`config.mk`:
```
export PLATFORM = sky130hd
export DESIGN_NAME = uartDevice
export DESIGN_NICKNAME = d
export VERILOG_FILES = /design/src/common/busPkg.sv /design/src/common/uartPkg.sv /design/src/common/peripheralBusIf.sv /design/src/common/fifoIf.sv /design/src/hdl/byteFifo.sv /design/src/uart/uartRx.sv /design/src/uart/uartTx.sv /design/src/hdl/uartRegisters.sv /design/src/hdl/uartDevice.sv
export SDC_FILE = /design/constraint.sdc
export NUM_CORES = 1
export LEC_CHECK = 0
export BUFFER_PORTS_ARGS = -buffer_cell sky130_fd_sc_hd__clkbuf_2
export CAP_MARGIN = 10
export CORE_ASPECT_RATIO = 0.7
export CORE_MARGIN = 2
export CORE_UTILIZATION = 45
export DETAILED_ROUTE_END_ITERATION = 8
export GPL_TIMING_DRIVEN = 0
export PLACE_DENSITY = 0.74
export RECOVER_POWER = 50
export SYNTH_ARGS = -nofsm -noshare
export SYNTH_HDL_FRONTEND = slang
export SYNTH_SLANG_ARGS = --single-unit
export TNS_END_PERCENT = 5
```
`constraint.sdc`:
```
create_clock -name clk -period 3.95 [get_ports clk]
set_input_delay 0.79 -clock clk [delete_from_list [all_inputs] [get_ports clk]]
set_output_delay 0.79 -clock clk [all_outputs]
set_load 0.05 [all_outputs]
```
`src/common/busPkg.sv`:
```
package busPkg;

	typedef logic [15:0] busAddr_t;
	typedef logic [11:0] localAddr_t;
	typedef logic [31:0] busData_t;
	typedef logic [3:0] byteSel_t;
	typedef logic [3:0] deviceId_t;

	// register map inside the device window
	localparam localAddr_t configOffset = 12'h000;
	localparam localAddr_t clearOffset = 12'h004;
	localparam localAddr_t statusOffset = 12'h008;
	localparam localAddr_t rxOffset = 12'h00C;
	localparam localAddr_t txOffset = 12'h010;

	// bus value when nothing answers
	localparam busData_t idleRead = '1;

endpackage

```
`src/common/uartPkg.sv`:
```
package uartPkg;

	typedef logic [7:0] uartByte_t;
	typedef logic [15:0] bitCycles_t;
	typedef logic [20:0] config_t;

	// configuration fields
	localparam int cfgCyclesLsb = 0;
	localparam int cfgCyclesMsb = 15;
	localparam int cfgWaitForTxSpace = 16;
	localparam int cfgEnable = 17;
	localparam int cfgLostIrqEnable = 18;
	localparam int cfgRxIrqEnable = 19;
	localparam int cfgTxDoneIrqEnable = 20;

	// 40 MHz clock at 9600 baud, disabled
	localparam config_t configDefault = 21'h001047;

	// status flags
	localparam int statusBits = 6;
	localparam int statRxAvailable = 0;
	localparam int statRxFull = 1;
	localparam int statRxLost = 2;
	localparam int statTxAvailable = 3;
	localparam int statTxFull = 4;
	localparam int statTxLost = 5;

	typedef enum logic [1:0] {rxIdle, rxStart, rxData, rxStop} rxState_e;
	typedef enum logic [1:0] {txIdle, txStart, txData, txStop} txState_e;

endpackage

```
`src/common/peripheralBusIf.sv`:
```
`timescale 1ns/1ps

// request side of the peripheral bus
interface peripheralBusIf;

	logic enable;
	logic we;
	logic oe;
	busPkg::busAddr_t address;
	busPkg::byteSel_t byteSelect;
	busPkg::busData_t dataWrite;

	modport master (
		output enable, we, oe,
		output address, byteSelect, dataWrite
	);

	modport device (
		input enable, we, oe,
		input address, byteSelect, dataWrite
	);

endinterface

```
`src/common/fifoIf.sv`:
```
`timescale 1ns/1ps

interface fifoIf;

	uartPkg::uartByte_t dataIn;
	logic push;
	uartPkg::uartByte_t dataOut;
	logic pop;
	logic isData;
	logic full;
	logic lost;
	logic clear;

	modport buffer (input dataIn, push, pop, clear, output dataOut, isData, full, lost);

	// each user drives only its own strobes
	modport user (output dataIn, push, pop, clear, input dataOut, isData, full, lost);

endinterface

```
`src/hdl/byteFifo.sv`:
```
`timescale 1ns/1ps

module byteFifo #(
	parameter int depth = 32
) (
	input logic clk,
	input logic rst,
	fifoIf.buffer f
);

	localparam int ptrBits = $clog2(depth);
	localparam logic [ptrBits:0] fullCount = (ptrBits + 1)'(depth);

	uartPkg::uartByte_t mem [depth];
	logic [ptrBits-1:0] wrPtr;
	logic [ptrBits-1:0] rdPtr;
	logic [ptrBits:0] count;
	logic doPush, doPop;

	assign f.isData = (count != '0);
	assign f.full = (count == fullCount);
	assign f.dataOut = mem[rdPtr];

	// a push into a full buffer is dropped
	assign doPush = f.push && !f.full;
	assign doPop = f.pop && f.isData;

	always_ff @(posedge clk) begin
		if (doPush) begin
			mem[wrPtr] <= f.dataIn;
		end
	end

	// pointers wrap naturally, depth is a power of two
	always_ff @(posedge clk) begin
		if (rst || f.clear) begin
			wrPtr <= '0;
			rdPtr <= '0;
			count <= '0;
			f.lost <= 1'b0;
		end else begin
			if (doPush) begin
				wrPtr <= wrPtr + 1'b1;
			end
			if (doPop) begin
				rdPtr <= rdPtr + 1'b1;
			end
			case ({doPush, doPop})
				2'b10: count <= count + 1'b1;
				2'b01: count <= count - 1'b1;
				default: count <= count;
			endcase
			if (f.push && f.full) begin
				f.lost <= 1'b1;
			end
		end
	end

endmodule

```
`src/uart/uartRx.sv`:
```
`timescale 1ns/1ps

module uartRx (
	input logic clk,
	input logic rst,
	input logic clear,
	input uartPkg::bitCycles_t cyclesPerBit,
	input logic rx,
	output uartPkg::uartByte_t dataOut,
	output logic dataValid
);

	logic [1:0] rxSync;
	logic rxLine;
	uartPkg::rxState_e state;
	uartPkg::bitCycles_t counter;
	logic [2:0] bitIndex;
	uartPkg::uartByte_t shiftReg;

	assign rxLine = rxSync[1];
	assign dataOut = shiftReg;

	// synchronizer resets to the idle level
	always_ff @(posedge clk) begin
		if (rst) begin
			rxSync <= 2'b11;
		end else begin
			rxSync <= {rxSync[0], rx};
		end
	end

	always_ff @(posedge clk) begin
		if (rst || clear) begin
			state <= uartPkg::rxIdle;
			counter <= '0;
			bitIndex <= '0;
			dataValid <= 1'b0;
		end else begin
			dataValid <= 1'b0;
			if (state != uartPkg::rxIdle && counter != '0) begin
				counter <= counter - 1'b1;
			end else begin
				case (state)
					uartPkg::rxIdle: begin
						// wait half a bit to land mid start bit
						if (!rxLine) begin
							state <= uartPkg::rxStart;
							counter <= cyclesPerBit >> 1;
						end
					end
					uartPkg::rxStart: begin
						counter <= cyclesPerBit;
						bitIndex <= '0;
						state <= rxLine ? uartPkg::rxIdle : uartPkg::rxData;
					end
					uartPkg::rxData: begin
						counter <= cyclesPerBit;
						if (bitIndex == 3'd7) begin
							state <= uartPkg::rxStop;
						end else begin
							bitIndex <= bitIndex + 1'b1;
						end
					end
					default: begin
						// framing error when stop reads low, byte discarded
						state <= uartPkg::rxIdle;
						dataValid <= rxLine;
					end
				endcase
			end
		end
	end

	// lsb first
	always_ff @(posedge clk) begin
		if (state == uartPkg::rxData && counter == '0) begin
			shiftReg <= {rxLine, shiftReg[7:1]};
		end
	end

endmodule

```
`src/uart/uartTx.sv`:
```
`timescale 1ns/1ps

module uartTx (
	input logic clk,
	input logic rst,
	input logic clear,
	input uartPkg::bitCycles_t cyclesPerBit,
	input logic enable,
	input uartPkg::uartByte_t dataIn,
	input logic dataReady,
	output logic pop,
	output logic tx,
	output logic active
);

	uartPkg::txState_e state;
	uartPkg::bitCycles_t counter;
	logic [2:0] bitIndex;
	uartPkg::uartByte_t shiftReg;
	logic bitEnd;

	assign pop = enable && !clear && (state == uartPkg::txIdle) && dataReady;
	// stays high across back to back frames
	assign active = (state != uartPkg::txIdle) || pop;
	assign bitEnd = (counter == '0);

	always_ff @(posedge clk) begin
		if (rst || clear) begin
			state <= uartPkg::txIdle;
			counter <= '0;
			bitIndex <= '0;
			tx <= 1'b1;
		end else if (state != uartPkg::txIdle && !bitEnd) begin
			counter <= counter - 1'b1;
		end else begin
			case (state)
				uartPkg::txIdle: begin
					if (pop) begin
						state <= uartPkg::txStart;
						counter <= cyclesPerBit;
						tx <= 1'b0;
					end
				end
				uartPkg::txStart: begin
					state <= uartPkg::txData;
					counter <= cyclesPerBit;
					bitIndex <= '0;
					tx <= shiftReg[0];
				end
				uartPkg::txData: begin
					counter <= cyclesPerBit;
					if (bitIndex == 3'd7) begin
						state <= uartPkg::txStop;
						tx <= 1'b1;
					end else begin
						bitIndex <= bitIndex + 1'b1;
						tx <= shiftReg[0];
					end
				end
				default: state <= uartPkg::txIdle;
			endcase
		end
	end

	always_ff @(posedge clk) begin
		if (pop) begin
			shiftReg <= dataIn;
		end else if ((state == uartPkg::txStart || state == uartPkg::txData) && bitEnd) begin
			shiftReg <= shiftReg >> 1;
		end
	end

endmodule

```
`src/hdl/uartRegisters.sv`:
```
`timescale 1ns/1ps

module uartRegisters #(
	parameter busPkg::deviceId_t deviceId = '0
) (
	input logic clk,
	input logic rst,
	peripheralBusIf.device bus,
	output busPkg::busData_t dataRead,
	output logic requestOutput,
	output logic busy,
	fifoIf.user rxBuf,
	fifoIf.user txBuf,
	output uartPkg::bitCycles_t cyclesPerBit,
	output logic uartEnable,
	output logic rxClear,
	output logic txClear,
	input logic txActive,
	output logic irq
);

	busPkg::localAddr_t localAddr;
	logic selected;
	logic configHit, clearHit, statusHit, rxHit, txHit, anyHit;
	logic rxRead, rxReadQ;
	uartPkg::config_t configReg;
	logic [3:0] clearStrobe;
	logic [uartPkg::statusBits-1:0] flagStage;
	logic [uartPkg::statusBits-1:0] statusReg;
	busPkg::busData_t readMux;
	logic txActiveQ, txDone;

	assign selected = bus.enable && (bus.address[15:12] == deviceId);
	assign localAddr = bus.address[11:0];
	assign configHit = selected && (localAddr == busPkg::configOffset);
	assign clearHit = selected && (localAddr == busPkg::clearOffset);
	assign statusHit = selected && (localAddr == busPkg::statusOffset);
	assign rxHit = selected && (localAddr == busPkg::rxOffset);
	assign txHit = selected && (localAddr == busPkg::txOffset);
	assign anyHit = configHit || clearHit || statusHit || rxHit || txHit;

	always_ff @(posedge clk) begin
		if (rst) begin
			configReg <= uartPkg::configDefault;
		end else if (configHit && bus.we) begin
			if (bus.byteSelect[0]) begin
				configReg[7:0] <= bus.dataWrite[7:0];
			end
			if (bus.byteSelect[1]) begin
				configReg[15:8] <= bus.dataWrite[15:8];
			end
			if (bus.byteSelect[2]) begin
				configReg[20:16] <= bus.dataWrite[20:16];
			end
		end
	end

	assign cyclesPerBit = configReg[uartPkg::cfgCyclesMsb:uartPkg::cfgCyclesLsb];
	assign uartEnable = configReg[uartPkg::cfgEnable];

	// one cycle strobes: rx, tx, rx fifo, tx fifo
	always_ff @(posedge clk) begin
		if (rst) begin
			clearStrobe <= '0;
		end else if (clearHit && bus.we && bus.byteSelect[0]) begin
			clearStrobe <= bus.dataWrite[3:0];
		end else begin
			clearStrobe <= '0;
		end
	end

	assign rxClear = clearStrobe[0];
	assign txClear = clearStrobe[1];
	assign rxBuf.clear = clearStrobe[2];
	assign txBuf.clear = clearStrobe[3];

	always_ff @(posedge clk) begin
		if (rst) begin
			flagStage <= '0;
			statusReg <= '0;
		end else begin
			flagStage[uartPkg::statRxAvailable] <= rxBuf.isData;
			flagStage[uartPkg::statRxFull] <= rxBuf.full;
			flagStage[uartPkg::statRxLost] <= rxBuf.lost;
			flagStage[uartPkg::statTxAvailable] <= txBuf.isData;
			flagStage[uartPkg::statTxFull] <= txBuf.full;
			flagStage[uartPkg::statTxLost] <= txBuf.lost;
			statusReg <= flagStage;
		end
	end

	// stall the master only when it asked to wait for space
	assign busy = txHit && bus.we && configReg[uartPkg::cfgWaitForTxSpace]
		&& uartEnable && txBuf.full;
	assign txBuf.push = txHit && bus.we && bus.byteSelect[0] && !busy;
	assign txBuf.dataIn = bus.dataWrite[7:0];

	// pop once per read, even if oe is held
	assign rxRead = rxHit && bus.oe;
	assign rxBuf.pop = rxRead && !rxReadQ;

	always_comb begin
		readMux = '0;
		if (configHit) begin
			readMux = busPkg::busData_t'(configReg);
		end else if (statusHit) begin
			readMux = busPkg::busData_t'(statusReg);
		end else if (rxHit) begin
			readMux[8] = rxBuf.isData;
			readMux[7:0] = rxBuf.dataOut;
		end
	end

	always_ff @(posedge clk) begin
		if (rst) begin
			rxReadQ <= 1'b0;
			requestOutput <= 1'b0;
			dataRead <= busPkg::idleRead;
		end else begin
			rxReadQ <= rxRead;
			if (anyHit && bus.oe) begin
				requestOutput <= 1'b1;
				if (!(rxHit && rxReadQ)) begin
					dataRead <= readMux;
				end
			end else begin
				requestOutput <= 1'b0;
				dataRead <= busPkg::idleRead;
			end
		end
	end

	// tx done holds until the next byte is queued
	always_ff @(posedge clk) begin
		if (rst) begin
			txActiveQ <= 1'b0;
			txDone <= 1'b0;
		end else begin
			txActiveQ <= txActive;
			if (txBuf.push) begin
				txDone <= 1'b0;
			end else if (txActiveQ && !txActive) begin
				txDone <= 1'b1;
			end
		end
	end

	assign irq = (configReg[uartPkg::cfgLostIrqEnable]
			&& (flagStage[uartPkg::statRxLost] || flagStage[uartPkg::statTxLost]))
		|| (configReg[uartPkg::cfgRxIrqEnable] && flagStage[uartPkg::statRxAvailable])
		|| (configReg[uartPkg::cfgTxDoneIrqEnable] && txDone);

endmodule

```
`src/hdl/uartDevice.sv`:
```
`timescale 1ns/1ps

module uartDevice #(
	parameter busPkg::deviceId_t deviceId = '0,
	parameter int rxDepth = 32,
	parameter int txDepth = 32
) (
	input logic clk,
	input logic rst,

	input logic peripheralEnable,
	input logic peripheralBus_we,
	input logic peripheralBus_oe,
	input busPkg::busAddr_t peripheralBus_address,
	input busPkg::byteSel_t peripheralBus_byteSelect,
	input busPkg::busData_t peripheralBus_dataWrite,
	output busPkg::busData_t peripheralBus_dataRead,
	output logic peripheralBus_busy,
	output logic requestOutput,

	output logic uart_en,
	output logic uart_tx,
	output logic uart_irq,
	input logic uart_rx
);

	uartPkg::bitCycles_t cyclesPerBit;
	logic uartEnable;
	logic rxClear;
	logic txClear;
	logic txActive;
	logic rxValid;

	peripheralBusIf busIf();
	fifoIf rxBufIf();
	fifoIf txBufIf();

	assign busIf.enable = peripheralEnable;
	assign busIf.we = peripheralBus_we;
	assign busIf.oe = peripheralBus_oe;
	assign busIf.address = peripheralBus_address;
	assign busIf.byteSelect = peripheralBus_byteSelect;
	assign busIf.dataWrite = peripheralBus_dataWrite;

	assign uart_en = uartEnable;

	// serial side of the rx fifo
	assign rxBufIf.push = rxValid && uartEnable;

	uartRegisters #(.deviceId(deviceId)) uartRegisters_i (
		.clk(clk),
		.rst(rst),
		.bus(busIf.device),
		.dataRead(peripheralBus_dataRead),
		.requestOutput(requestOutput),
		.busy(peripheralBus_busy),
		.rxBuf(rxBufIf.user),
		.txBuf(txBufIf.user),
		.cyclesPerBit(cyclesPerBit),
		.uartEnable(uartEnable),
		.rxClear(rxClear),
		.txClear(txClear),
		.txActive(txActive),
		.irq(uart_irq)
	);

	byteFifo #(.depth(rxDepth)) rxFifo_i (
		.clk(clk),
		.rst(rst),
		.f(rxBufIf.buffer)
	);

	byteFifo #(.depth(txDepth)) txFifo_i (
		.clk(clk),
		.rst(rst),
		.f(txBufIf.buffer)
	);

	// line idles high while disabled
	uartRx uartRx_i (
		.clk(clk),
		.rst(rst),
		.clear(rxClear),
		.cyclesPerBit(cyclesPerBit),
		.rx(uartEnable ? uart_rx : 1'b1),
		.dataOut(rxBufIf.dataIn),
		.dataValid(rxValid)
	);

	uartTx uartTx_i (
		.clk(clk),
		.rst(rst),
		.clear(txClear),
		.cyclesPerBit(cyclesPerBit),
		.enable(uartEnable),
		.dataIn(txBufIf.dataOut),
		.dataReady(txBufIf.isData),
		.pop(txBufIf.pop),
		.tx(uart_tx),
		.active(txActive)
	);

endmodule

```
# --- Word level (Yosys, flattened, before mapping) ---
# Memory sizes are Yosys's and may differ from the RTL's. A register that Yosys moved wholly into a read port is not among the register bits.
# Index checks and enable logic that the tools add are counted.
totals:
  mem_count: 2
  wordCells: 203
  ramBits: 512
  inputBits: 58
  reg_bits: 169
classes:
  reduce_logical: 93
  n_eq_ne: 24
  add_sub_neg: 12
  muxes: 36
  bitwise_logic: 5
memory_table:
  columns: ["memory", "depth", "word_bits", "rd", "rd_ports_with_merged_regs", "write_ports", "line", "text"]
  rows:
  - ["rxFifo_i.mem", 32, 8, 1, 1, 1, "byteFifo.sv:14", "uartPkg::uartByte_t mem [depth];"]
  - ["txFifo_i.mem", 32, 8, 1, 1, 1, "byteFifo.sv:14", null]
ops:
  columns: ["op", "count"]
  rows:
  - ["$mux W16", 4]
  - ["$pmux W16 S2", 2]
  - ["$logic_and A1 B1 Y1", 37]
  - ["$logic_not A16 Y1", 2]
  - ["$sub A16 B1 Y16 const B", 2]
  - ["$eq A12 B4 Y1 const B", 2]
  - ["$pmux W6 S2", 2]
  - ["$mux W21", 1]
  - ["$add A5 B1 Y5 const B", 4]
  - ["$mux W5", 4]
  - ["$mux W9", 2]
  - ["$mux W8", 2]
  - ["$reduce_bool A16 Y1", 1]
  - ["$reduce_and A3 Y1", 5]
  - ["$reduce_bool A2 Y1", 7]
  - ["$logic_or A1 B1 Y1", 13]
  - ["$add A6 B1 Y6 const B", 2]
  - ["$eq A12 B3 Y1 const B", 1]
  - ["$eq A12 B5 Y1 const B", 1]
  - ["$eq A6 B6 Y1 const B", 2]
  - ["$logic_not A12 Y1", 1]
  - ["$pmux W2 S3", 2]
  - ["$pmux W3 S2", 2]
  - ["$reduce_bool A6 Y1", 2]
  - ["20 further kinds", 67]

# --- Logic depth before layout (Yosys ltp) ---
# Gate-level depths: netlist of the first run.
logic_depth:
  word_depth: 12
  depth_mapped: 16
  ltp_nobuf: 14

# --- Worst setup path before layout of the first run ---
# No wires, ideal clock.
synth_timing:
  path_type: "input-to-reg"
  start: "input peripheralBus_address[13]"
  end: "register rxFifo_i.count[4]"
  arrival_ns: 3.911
  path_slack_ns: -0.032
  path_buffers: 2
  setup_ns: 0.071
  path_stages: 12
  required_ns: 3.879
  cell_sequence: "nor4_1 -> nand4_1 -> buf_2 -> nor4_2 -> ha_1 -> clkbuf_1 -> xor2_1 -> ha_1 -> nor3b_1 -> or4b_1 -> a21o_1 -> a21oi_1"
synth_via:
  elab_chain_cells: 8
  elab_cells_between_ends: 10
  classes_between: "2 x eq/ne; 1 x mux; 7 x reduce/logical"
synth_lines:
  columns: ["element", "line", "text"]
  rows:
  - ["start: declaration", "uartDevice.sv:14", "input busPkg::busAddr_t peripheralBus_address,"]
  - ["$logic_not A4 Y1 (*)", "uartRegisters.sv:33", "assign selected = bus.enable && (bus.address[15:12] == deviceId);"]
  - ["$logic_and A1 B1 Y1 (*)", "uartRegisters.sv:33", null]
  - ["$logic_and A1 B1 Y1 (*)", "uartRegisters.sv:38", "assign rxHit = selected && (localAddr == busPkg::rxOffset);"]
  - ["$logic_and A1 B1 Y1 (*)", "uartRegisters.sv:99", "assign rxRead = rxHit && bus.oe;"]
  - ["$logic_and A1 B1 Y1 (*)", "uartRegisters.sv:100", "assign rxBuf.pop = rxRead && !rxReadQ;"]
  - ["$logic_and A1 B1 Y1 (*)", "byteFifo.sv:26", "assign doPop = f.pop && f.isData;"]
  - ["via rxFifo_i.doPop", "byteFifo.sv:18", "logic doPush, doPop;"]
  - ["$eq A2 B1 Y1 / $eq A2 B2 Y1 (equally long branches)", "byteFifo.sv:48", "case ({doPush, doPop})"]
  - ["$pmux W6 S2 / $reduce_bool A2 Y1 (equally long branches)", null, null]
  - ["end signal: assignment", "byteFifo.sv:49", "2'b10: count <= count + 1'b1;"]
  - ["end signal: assignment", "byteFifo.sv:50", "2'b01: count <= count - 1'b1;"]
  - ["end signal: assignment", "byteFifo.sv:51", "default: count <= count;"]
  - ["end: declaration", "byteFifo.sv:17", "logic [ptrBits:0] count;"]
# The timed path passes the listed nets; every way through them passes the cells marked *.
# A chain may end at the register's enable or synchronous reset.

# --- Worst setup path in the final report of the first run ---
layout_timing:
  start: "register rxFifo_i.count[2]"
  end: "register rxFifo_i.count[4]"
layout_via:
  elab_cells_between_ends: 11
  classes_between: "2 x add/sub; 3 x eq/ne; 1 x mux; 5 x reduce/logical"
layout_rtl:
  columns: ["element", "line", "text"]
  rows:
  - ["$reduce_bool A6 Y1 (*)", "byteFifo.sv:20", "assign f.isData = (count != '0);"]
  - ["$logic_and A1 B1 Y1 (*)", "byteFifo.sv:26", null]
  - ["via rxFifo_i.doPop", "byteFifo.sv:18", null]
  - ["$eq A2 B1 Y1 / $eq A2 B2 Y1 (equally long branches)", "byteFifo.sv:48", null]
  - ["$pmux W6 S2 / $reduce_bool A2 Y1 (equally long branches)", null, null]
# Marked as above.

==> results of run 1 <==
==> layout make-up <==
class | instances | area (sq um) | area share, %
clock inverters | 31 | 231.5 | 0.7393
inverters | 31 | 116.4 | 0.3716
multi-input cells | 968 | 8214 | 26.23
plain buffers | 102 | 470.5 | 1.502
clock buffers | 92 | 1961 | 6.262
well taps | 819 | 1025 | 3.273
flip-flops and latches | 681 | 18920 | 60.42
repair buffers | 83 | 375.4 | 1.199
==> placed cells by master, fill, tap and decap left out, types with 11 or more instances in the layout <==
cell and n:
nor3_1 28, xor2_1 18, clkinv_2 11, nor2_1 183, dfxtp_1 153, nand3b_1 11
clkbuf_1 106, nand3_1 34, mux2_2 18, a21oi_1 66, nand2_1 84, buf_4 12
nand4_1 15, ha_1 32, clkbuf_16 74, clkbuf_2 46, a221o_1 12, mux2i_1 45
buf_2 22, edfxtp_1 528, inv_1 28, clkinv_1 11, o21ai_1 16, mux4_2 125
nor2b_1 25, a22oi_1 37, o22ai_1 15, o21ai_0 23
==> worst paths after layout <==
path                 startpoint                  to  slack (ns)  cells after the start
min reg2reg  uartRx_i.rxSync[0]  uartRx_i.rxSync[1]        0.41                      1
min                     uart_rx  uartRx_i.rxSync[0]        0.36                      3
max reg2reg   rxFifo_i.count[2]   rxFifo_i.count[4]        0.17                     14
max           rxFifo_i.count[2]   rxFifo_i.count[4]        0.17                     14
==> report_power, final <==
| group | leakage [nW] | internal (W) | switching [W] |
|---|---|---|---|
| combinational | 3.00 | 0.0000576 | 0.000162 |
| sequential | 5.95 | 0.00767 | 0.00000874 |
| clock | 1.08 | 0.00363 | 0.00271 |
==> flip-flops by register name, indices dropped and copies added, names as in the netlist, 2 cells and up, named ones only <==
signal	count
uartTx_i.state	2
rxFifo_i.rdPtr	5
txFifo_i.wrPtr	5
uartTx_i.shiftReg	8
uartRx_i.bitIndex	3
uartRegisters_i.flagStage	6
txFifo_i.count	6
uartRx_i.dataOut	8
uartRx_i.rxSync	2
rxFifo_i.mem	256
txFifo_i.mem	256
uartRx_i.state	2
uartRegisters_i.clearStrobe	4
rxFifo_i.wrPtr	5
uartRegisters_i.dataRead	22
txFifo_i.rdPtr	5
uartTx_i.bitIndex	3
uartRx_i.counter	16
uartRegisters_i.configReg	21
rxFifo_i.count	6
uartTx_i.counter	16
uartRegisters_i.statusReg	6
==> kinds of logic (layout without fill, tap and decap cells) <==
| kind of cell | count (synthesis) | count (layout) | synth area share (%) |
|---|---|---|---|
| AND/OR/NAND/NOR | 455 | 455 | 8.096 |
| adder cells (fa/ha/maj) | 33 | 33 | 1.517 |
| multiplexers | 188 | 188 | 12.52 |
| flip-flops | 681 | 681 | 68.27 |
| AO/OA/AOI/OAI | 266 | 266 | 6.660 |
| XOR/XNOR | 26 | 26 | 0.8218 |
| buffers and inverters | 133 | 339 | 2.122 |
==> routing by layer <==
layer	track usage (%)	part of all wire (%)	up-vias
met2	30.38	43	1064
met4	6.571	2.6	2
li1	-	-	7292
met3	5.901	12	149
met5	0	0.019	-
met1	32.21	43	8580
==> worst reg2reg max path: cells and delay by family, from the launching register on <==
kind,cells,cell delay [ns]
AOI/OAI and AO/OA,3,0.72
xor gates and xnor gates,1,0.22
adders and majority gates,2,0.49
buffers and inverters,4,0.78
DFF,1,0.30
and+or+nand+nor,4,1.23
==> timing repair <==
| item | in CTS | in global routing |
|---|---|---|
| endpoints found under the setup margin | 1 | 2 |
| buffers inserted | 2 | 0 |
| resized for setup | 0 | 1 |
| pin swaps | 1 | 0 |
==> stage by stage <==
stage	util, %	TNS (ns)	power (W)
floorplan	-	-0.02286	0.007930
global placement	47.58	-17.77	0.008030
detailed placement	47.58	-31.79	0.008042
CTS	51.18	0	0.01430
global route	51.13	-0.02779	0.01459
finish	51.13	0	0.01424
==> qor.txt, run 1 <==
Die outline height = 211.6 um
Max-slew violations = 242
Largest net degree at the start of global routing = 35
Design area = 31,310 sq um
Min-Delay Path Class = in2reg
I/O Buffers = 78
Average size of a mapped cell = 15.55 sq um
Crit path buffers/inverters = 4
Vias post-DR = 17,090
Final period util = 95.76%
Clock transition at path regs = 0.06 ns
Worst-Skew Late Latency = 0.62 ns
Core Region = 61,240 sq um
Worst Path Arrival = 4.32 ns
DR vias/cell = 6.087
Number of fillers in the final layout = 4,923
Post-Route Skew = 0.02488 ns
Vias in the first global route = 16,580
Number of synthesized flops with an enable pin = 528
Initial Util = 45.25%
Die W = 300.6 um
Lkg Pwr = 10.03 nW
Slew HR = -20.43%
Worst path max stage delay = 0.54 ns
Synth Flop Type = edfxtp_1
Netlist cell types = 75
RSZ-0062 raised after global routing = true
CP Launch Type = flop
Final hold viol count = 0
First-pass GRT wire length = 102,200 um
Maximum VDD drop = 0.0003063 V
Post-Layout Cell Count = 2,807
Area of the die = 63,610 sq um
Syn Inst Count = 1,782
Status = complete, but fails checks
Syn-to-layout area delta = 12.99%
Net count, final = 2,026
CTS Hold Bufs = 0
Crit path required time = 4.48 ns
Critical path endpoint category = flop
Synth top area share = 57.22%
GPL Wtd Cong = 0.9484
Overflow after GRT = 0
CTS tree = yes
Wirelength per Cell = 24.30 um
Cts bufs inserted = 68
Max Cap Viol = 7
Post-route DRC = 0
Post-DP Area = 29,140 sq um
Sequential area share after synthesis = 68.27%
Mapped Nets = 1,873
Post-route ant nets = 0
Most common cell on crit path = ha_1
DRT Pass-1 Iters = 6
Crit-path cells = buf_2 -> or4_4 -> buf_6 -> o311ai_1 -> nor4_4 -> buf_4 -> ha_1 -> clkbuf_1 -> xor2_1 -> ha_1 -> nor3b_1 -> or4b_1 -> a21o_1 -> a21oi_1
Synth area leaders = edfxtp_1, dfxtp_1, mux4_2
Synth top cells by count = edfxtp_1, nor2_1, dfxtp_1
Initial DRC count = 2,148
H-tree depth = 3
Hold WS = 0.3581 ns
Cell type with the largest total area after synthesis = edfxtp_1
Routed wire length = 68,210 um
Ant. Diodes = 0
F_max = 0.2644 GHz
Clk sinks = 681
Top Family by Delay on Critical Path = simple AND/OR/NAND/NOR gates
Mapped Area = 27,710 sq um
CP max-delay cell = or4b_1
Critical path type = reg2reg
Final setup violation count = 0
Initial antenna violation count = 1
Post-DP HPWL = 45,360 um
Clk buf depth = 3
Rows = 76
Pre-CTS setup slack = -0.7224 ns
Root Buffer Master = clkbuf_16
Pin slew with the least headroom to its limit = 1.806 ns
Crit path setup slack, layout = 0.1675 ns
Most common cell in the netlist = edfxtp_1
Final min period = 3.782 ns
Asr flop ratio synth = 0%
Failing checks = max-capacitance violations, max-slew violations
Crit Path Max Fanout = 10
Power density over the cells = 454.7 nW/um^2
Yosys reg bits = 681
Syn. warnings = 0
# placed instances = 2,679
# IOs = 95
GRT Resource Usage Total = 21.46%
Layout cell share with drive strength beyond 1 = 17.56%
Power figures use the tool's default switching activity.
==> run 2, diff against run 1 <==
--- a/config.mk
+++ b/config.mk
@@ -5,6 +5,7 @@
 export SDC_FILE = /design/constraint.sdc
 export NUM_CORES = 1
 export LEC_CHECK = 0
+export ABC_AREA = 1
 export BUFFER_PORTS_ARGS = -buffer_cell sky130_fd_sc_hd__clkbuf_2
 export CAP_MARGIN = 10
 export CORE_ASPECT_RATIO = 0.7
@@ -12,7 +13,7 @@
 export CORE_UTILIZATION = 45
 export DETAILED_ROUTE_END_ITERATION = 8
 export GPL_TIMING_DRIVEN = 0
-export PLACE_DENSITY = 0.74
+export PLACE_DENSITY = 0.72
 export RECOVER_POWER = 50
 export SYNTH_ARGS = -nofsm -noshare
 export SYNTH_HDL_FRONTEND = slang
==> constraint.sdc (replaced) <==
create_clock -name clk -period 3.6 [get_ports clk]
set_input_delay 0.72 -clock clk [delete_from_list [all_inputs] [get_ports clk]]
set_output_delay 0.72 -clock clk [all_outputs]
set_load 0.05 [all_outputs]
==> qor.txt, run 2 <==
Worst r2r src = uartTx_i.state[1]
Final period util = 89.94%
Commonest non-fill, non-tap cells in the layout = edfxtp_1, nor2_1, o21ai_0
Die W = 306.3 um
Synth top cells by count = edfxtp_1, nor2_1, o21ai_0
Rows = 77
Mapped Area = 28,780 sq um
Syn-to-layout area delta = 12.44%
Root Buffer Master = clkbuf_16
Netlist cell types = 55
Power consumption = 0.01804 W
Critical path type = reg2reg
Syn. warnings = 0
Syn Inst Count = 2,604
Reg2reg setup slack = 0.36 ns
Critical path endpoint category = flop
Failing checks = max-capacitance violations, max-slew violations
CP Launch Type = flop
Post-Route Skew = 0.02523 ns
Synth Flop Type = edfxtp_1
Clk sinks = 681
Core Region = 63,200 sq um
Number of synthesized flops with an enable pin = 528
Crit path to = txFifo_i.count[5]
Met2 WL post-DR = 36,900 um
H-tree depth = 3
Worst Path Arrival = 3.74 ns
Overflow after GRT = 0
Pin slew with the least headroom to its limit = 1.996 ns
Pre-CTS setup slack = -0.2616 ns
Commonest non-fill, non-tap cell in the layout = edfxtp_1
Sequential area share after synthesis = 65.74%
Number of fillers in the final layout = 5,520
Initial Util = 45.54%
RSZ-0062 raised after global routing = false
F_max = 0.3088 GHz
DR vias/cell = 5.903
Clk buf depth = 3
Asr flop ratio synth = 0%
Crit path setup slack, layout = 0.3621 ns
Crit path from = uartTx_i.state[1]
Net count, final = 2,851
Initial DRC count = 3,145
GPL Wtd Cong = 0.9855
Average size of a mapped cell = 11.05 sq um
Post-Route M1 WL = 38,370 um
Most common cell in the netlist = edfxtp_1
I/O Buffers = 81
Post CTS Setup Buffer Count = 0
Max-slew violations = 273
Synth area leaders = edfxtp_1, dfxtp_1, nor2_1
R2R depth = 18
Post-CTS sizing = 0
Vias post-DR = 21,520
Crit path required time = 4.10 ns
Lkg Pwr = 10.81 nW
Crit Path Max Fanout = 13
Mapped Nets = 2,695
Cell type with the largest total area after synthesis = edfxtp_1
Die outline height = 215.6 um
GRT Resource Usage Total = 26.38%
Vias in the first global route = 20,240
Final setup violation count = 0
Post-route ant nets = 0
Met3 wire length = 11,230 um
Largest net degree at the start of global routing = 35
Status = complete, but fails checks
Power density over the cells = 557.4 nW/um^2
Max Cap Viol = 8
CTS tree = yes
R2R Path End = txFifo_i.count[5]
Final min period = 3.238 ns
CTS Hold Bufs = 0
Largest registers = rxFifo_i.mem (256), txFifo_i.mem (256), uartRegisters_i.dataRead (22)
Synth top area share = 55.09%
Post-route DRC = 0
Routed wire length = 88,600 um
Layout cell share with drive strength beyond 1 = 8.594%
Clock transition at path regs = 0.06 ns
Maximum VDD drop = 0.0004316 V
Max Used Layer = met5
Area of the die = 66,020 sq um
Slew HR = -33.07%
# IOs = 95
Yosys reg bits = 681
Min-Delay Path Class = in2reg
Wirelength per Cell = 24.31 um
First-pass GRT wire length = 129,200 um
Initial antenna violation count = 3
Post-DP HPWL = 61,480 um
Worst-Skew Late Latency = 0.62 ns
Final hold viol count = 0
Cts bufs inserted = 69
Ant. Diodes = 0
DRT Pass-1 Iters = 6
Hold_sp = uart_rx
==> run 2: final cells by class <==
cell class | instances | area (sq um) | area share (%)
buffer | 148 | 696.9 | 2.154
tap | 829 | 1037 | 3.205
sequential | 681 | 18920 | 58.46
clock buffer | 101 | 2014 | 6.225
inverter | 167 | 628.1 | 1.941
multi-input combinational | 1607 | 8448 | 26.11
timing repair buffer | 86 | 392.9 | 1.214
clock inverter | 26 | 224.0 | 0.6921
==> run 2: worst min path at each step <==
stage / endpoint / cells after the start
global route: uartRx_i.rxSync[0] / 3
floorplan: uartRegisters_i.statusReg[1] / 2
CTS: uartRx_i.rxSync[0] / 3
global placement: uartRegisters_i.statusReg[1] / 2
finish: uartRx_i.rxSync[0] / 3
detailed placement: uartRegisters_i.statusReg[3] / 2
==> run 2: logic make-up after synthesis <==
logic type	after synthesis	synth area share (%)
multiplexers	42	1.461
AO/OA/AOI/OAI	593	12.14
buffers and inverters	316	4.691
AND/OR/NAND/NOR	914	13.75
XOR/XNOR	25	0.7608
flip-flops	681	65.74
adder cells (fa/ha/maj)	33	1.461
==> run 2: where the power goes <==
group,internal [W],switching [W]
clock network,0.00412,0.00306
logic,0.000679,0.00142
registers,0.00862,0.000140
total,0.0134,0.00462
==> run 2: metrics by stage <==
stage          cell area (sq um)  setup TNS, ns  hold slack (ns)  util (%)  instances
3_5_place_dp               30250         -4.049           0.3994     47.86       3515
2_1_floorplan              28780              0           0.3883         -       2604
5_1_grt                    32360              0           0.3263     51.20       3645
3_3_place_gp               30220         -5.906           0.3989     47.82       3514
6_report                   32360              0           0.3418     51.20       3645
4_1_cts                    32480              0           0.3160     51.40       3642
==> run 2: layer usage <==
metal  vias to the layer above  global-route usage (%)
met5                         -                       0
met4                         6                   6.895
met1                     10490                   39.66
met3                       171                   8.102
li1                       9566                       -
met2                      1285                   36.86
==> run 2: critical path, cell delays in order (launching register included) <==
cell	delay (ns)
dfxtp_1	0.32
inv_1	0.11
ha_1	0.17
inv_1	0.10
nor3_1	0.15
nand2_1	0.16
inv_1	0.40
ha_1	0.41
ha_1	0.34
a21oi_1	0.16
nand2_1	0.10
nand2_1	0.07
nand2_1	0.04
a21oi_1	0.17
nor2_1	0.06
nor2_1	0.09
nand2_1	0.07
o21ai_0	0.15
a21oi_1	0.06
==> run 3, diff against run 2 <==
--- a/config.mk
+++ b/config.mk
@@ -5,7 +5,6 @@
 export SDC_FILE = /design/constraint.sdc
 export NUM_CORES = 1
 export LEC_CHECK = 0
-export ABC_AREA = 1
 export BUFFER_PORTS_ARGS = -buffer_cell sky130_fd_sc_hd__clkbuf_2
 export CAP_MARGIN = 10
 export CORE_ASPECT_RATIO = 0.7
==> qor.txt, run 3 (synthesized netlist as in run 1, its figures left out) <==
# IOs = 95
Hold WS = 0.3013 ns
CTS Hold Bufs = 0
Syn-to-layout area delta = 13.14%
Max Cap Viol = 7
GRT Resource Usage Total = 21.29%
Die W = 300.6 um
Wirelength per Cell = 24.13 um
First-pass GRT wire length = 101,300 um
GPL Wtd Cong = 0.9149
Layout cell share with drive strength beyond 1 = 17.71%
DR vias/cell = 5.996
Initial DRC count = 2,148
Number of fillers in the final layout = 5,027
CP Launch Type = flop
Final setup violation count = 0
Power density over the cells = 501.2 nW/um^2
CTS tree = yes
Worst Path Arrival = 2.79 ns
Core Region = 61,240 sq um
Design area = 31,350 sq um
Min-Delay Path Class = in2reg
Power consumption = 0.01571 W
H-tree depth = 3
Vias post-DR = 16,840
Largest net degree at the start of global routing = 35
Crit Path Max Fanout = 4
Worst path max stage delay = 0.66 ns
Largest registers = rxFifo_i.mem (256), txFifo_i.mem (256), uartRegisters_i.dataRead (22)
Lkg Pwr = 10.01 nW
Initial Util = 45.25%
Vias in the first global route = 16,330
Post-route ant nets = 0
Clk sinks = 681
Overflow after GRT = 0
Min-Delay Path Depth = 3
Worst r2r src = rxFifo_i.count[2]
Hold Path End = uartRx_i.rxSync[0]
Status = complete, but fails checks
R2R Path End = rxFifo_i.count[4]
Worst-Skew Late Latency = 0.61 ns
Crit path from = txFifo_i.count[0]
Commonest non-fill, non-tap cell in the layout = edfxtp_1
Cts bufs inserted = 68
Critical path type = reg2out
Crit-path cells = or4_1 -> nor2_1 -> nand2_1 -> nor4b_2 -> clkbuf_2
Final period util = 97.48%
Clock transition at path regs = 0.06 ns
Post-DP Area = 29,140 sq um
Commonest non-fill, non-tap cells in the layout = edfxtp_1, nor2_1, dfxtp_1
Initial antenna violation count = 0
Clk buf depth = 3
Post-DP HPWL = 45,400 um
Slew HR = -26.88%
Routed wire length = 67,770 um
Area of the die = 63,610 sq um
Post-route DRC = 0
Hold_sp = uart_rx
I/O Buffers = 78
Net count, final = 2,025
Max-slew violations = 216
Die outline height = 211.6 um
DRT Pass-1 Iters = 6
Failing checks = max-capacitance violations, max-slew violations
F_max = 0.2850 GHz
Reg2reg setup slack = 0.18 ns
Critical path endpoint category = output port
Final hold viol count = 0
Crit path required time = 2.88 ns
R2R depth = 14
Maximum VDD drop = 0.0004145 V
Final min period = 3.509 ns
CP max-delay cell = or4_1
Post-Route Skew = 0.03075 ns
Util after Layout = 51.20%
Root Buffer Master = clkbuf_16
Pin slew with the least headroom to its limit = 1.903 ns
Rows = 76
run 3: cell count changes in the layout (fill, tap and decap cells not counted), moves of 77 or more:
| cell | previous run | this run |
|---|---|---|
| o21ai_0 | 316 | 20 |
| mux4_2 | 0 | 125 |
| nor2_1 | 450 | 183 |
| inv_1 | 154 | 28 |
| nand2_1 | 220 | 84 |
| nand3_1 | 174 | 34 |
| o211ai_1 | 81 | 4 |
run 3: how the worst max path moves through the flow:
stage                     slack (ns)                  to  depth (start not counted)
final                           0.09  peripheralBus_busy                          5
after global routing           -0.03   rxFifo_i.count[4]                         14
after CTS                      0.008   txFifo_i.count[5]                         14
after detailed placement       -1.04   rxFifo_i.count[4]                         13
after global placement         -0.84   rxFifo_i.count[4]                         13
after floorplan                -0.16   rxFifo_i.count[4]                         12
run 3: repair_timing:
item | in CTS | in global routing
pin swaps | 1 | 2
setup endpoints to repair | 2 | 236
hold endpoints to repair | 0 | 0
setup buffers | 1 | 2
resized for setup | 2 | 6
run 3: where the power goes:
part	total [W]	switching [W]	internal, W
clock	0.00705	0.00302	0.00404
combinational	0.000240	0.000176	0.0000632
sequential	0.00842	0.00000952	0.00841
run 3: final cells by class:
class	instances	area, sq um	share of cell area [%]
diodes	1	2.502	0.007981
plain buffers	102	473.0	1.508
clock buffers	84	1846	5.886
clock inverters	40	374.1	1.193
inverters	31	116.4	0.3711
multi-input cells	968	8232	26.25
flip-flops and latches	681	18920	60.34
well taps	819	1025	3.268
repair buffers	82	367.9	1.173
run 3: routing by layer:
layer  global-route usage (%)  wire length (um)  vias up
li1                         -                 -     7301
met1                    33.16             30170     8509
met2                    30.02             28520      900
met3                    4.700              7420      128
met4                    5.730              1652        0
met5                        0                 0        -
run 3: through the flow:
step           TNS [ns]  instances  setup slack [ns]
2_1_floorplan   -0.1649       1782           -0.1649
3_3_place_gp     -97.62       2679           -0.8437
3_5_place_dp    -122.52       2679            -1.045
4_1_cts               0       2804          0.007897
5_1_grt        -0.03205       2807          -0.03205
6_report              0       2808           0.09065
run 3: worst max-delay path: cells and delay by family (launching register included):
family	cells	cell delay (ns)
buffers and inverters	1	0.38
flip-flops	1	0.35
AND/OR/NAND/NOR	4	1.45
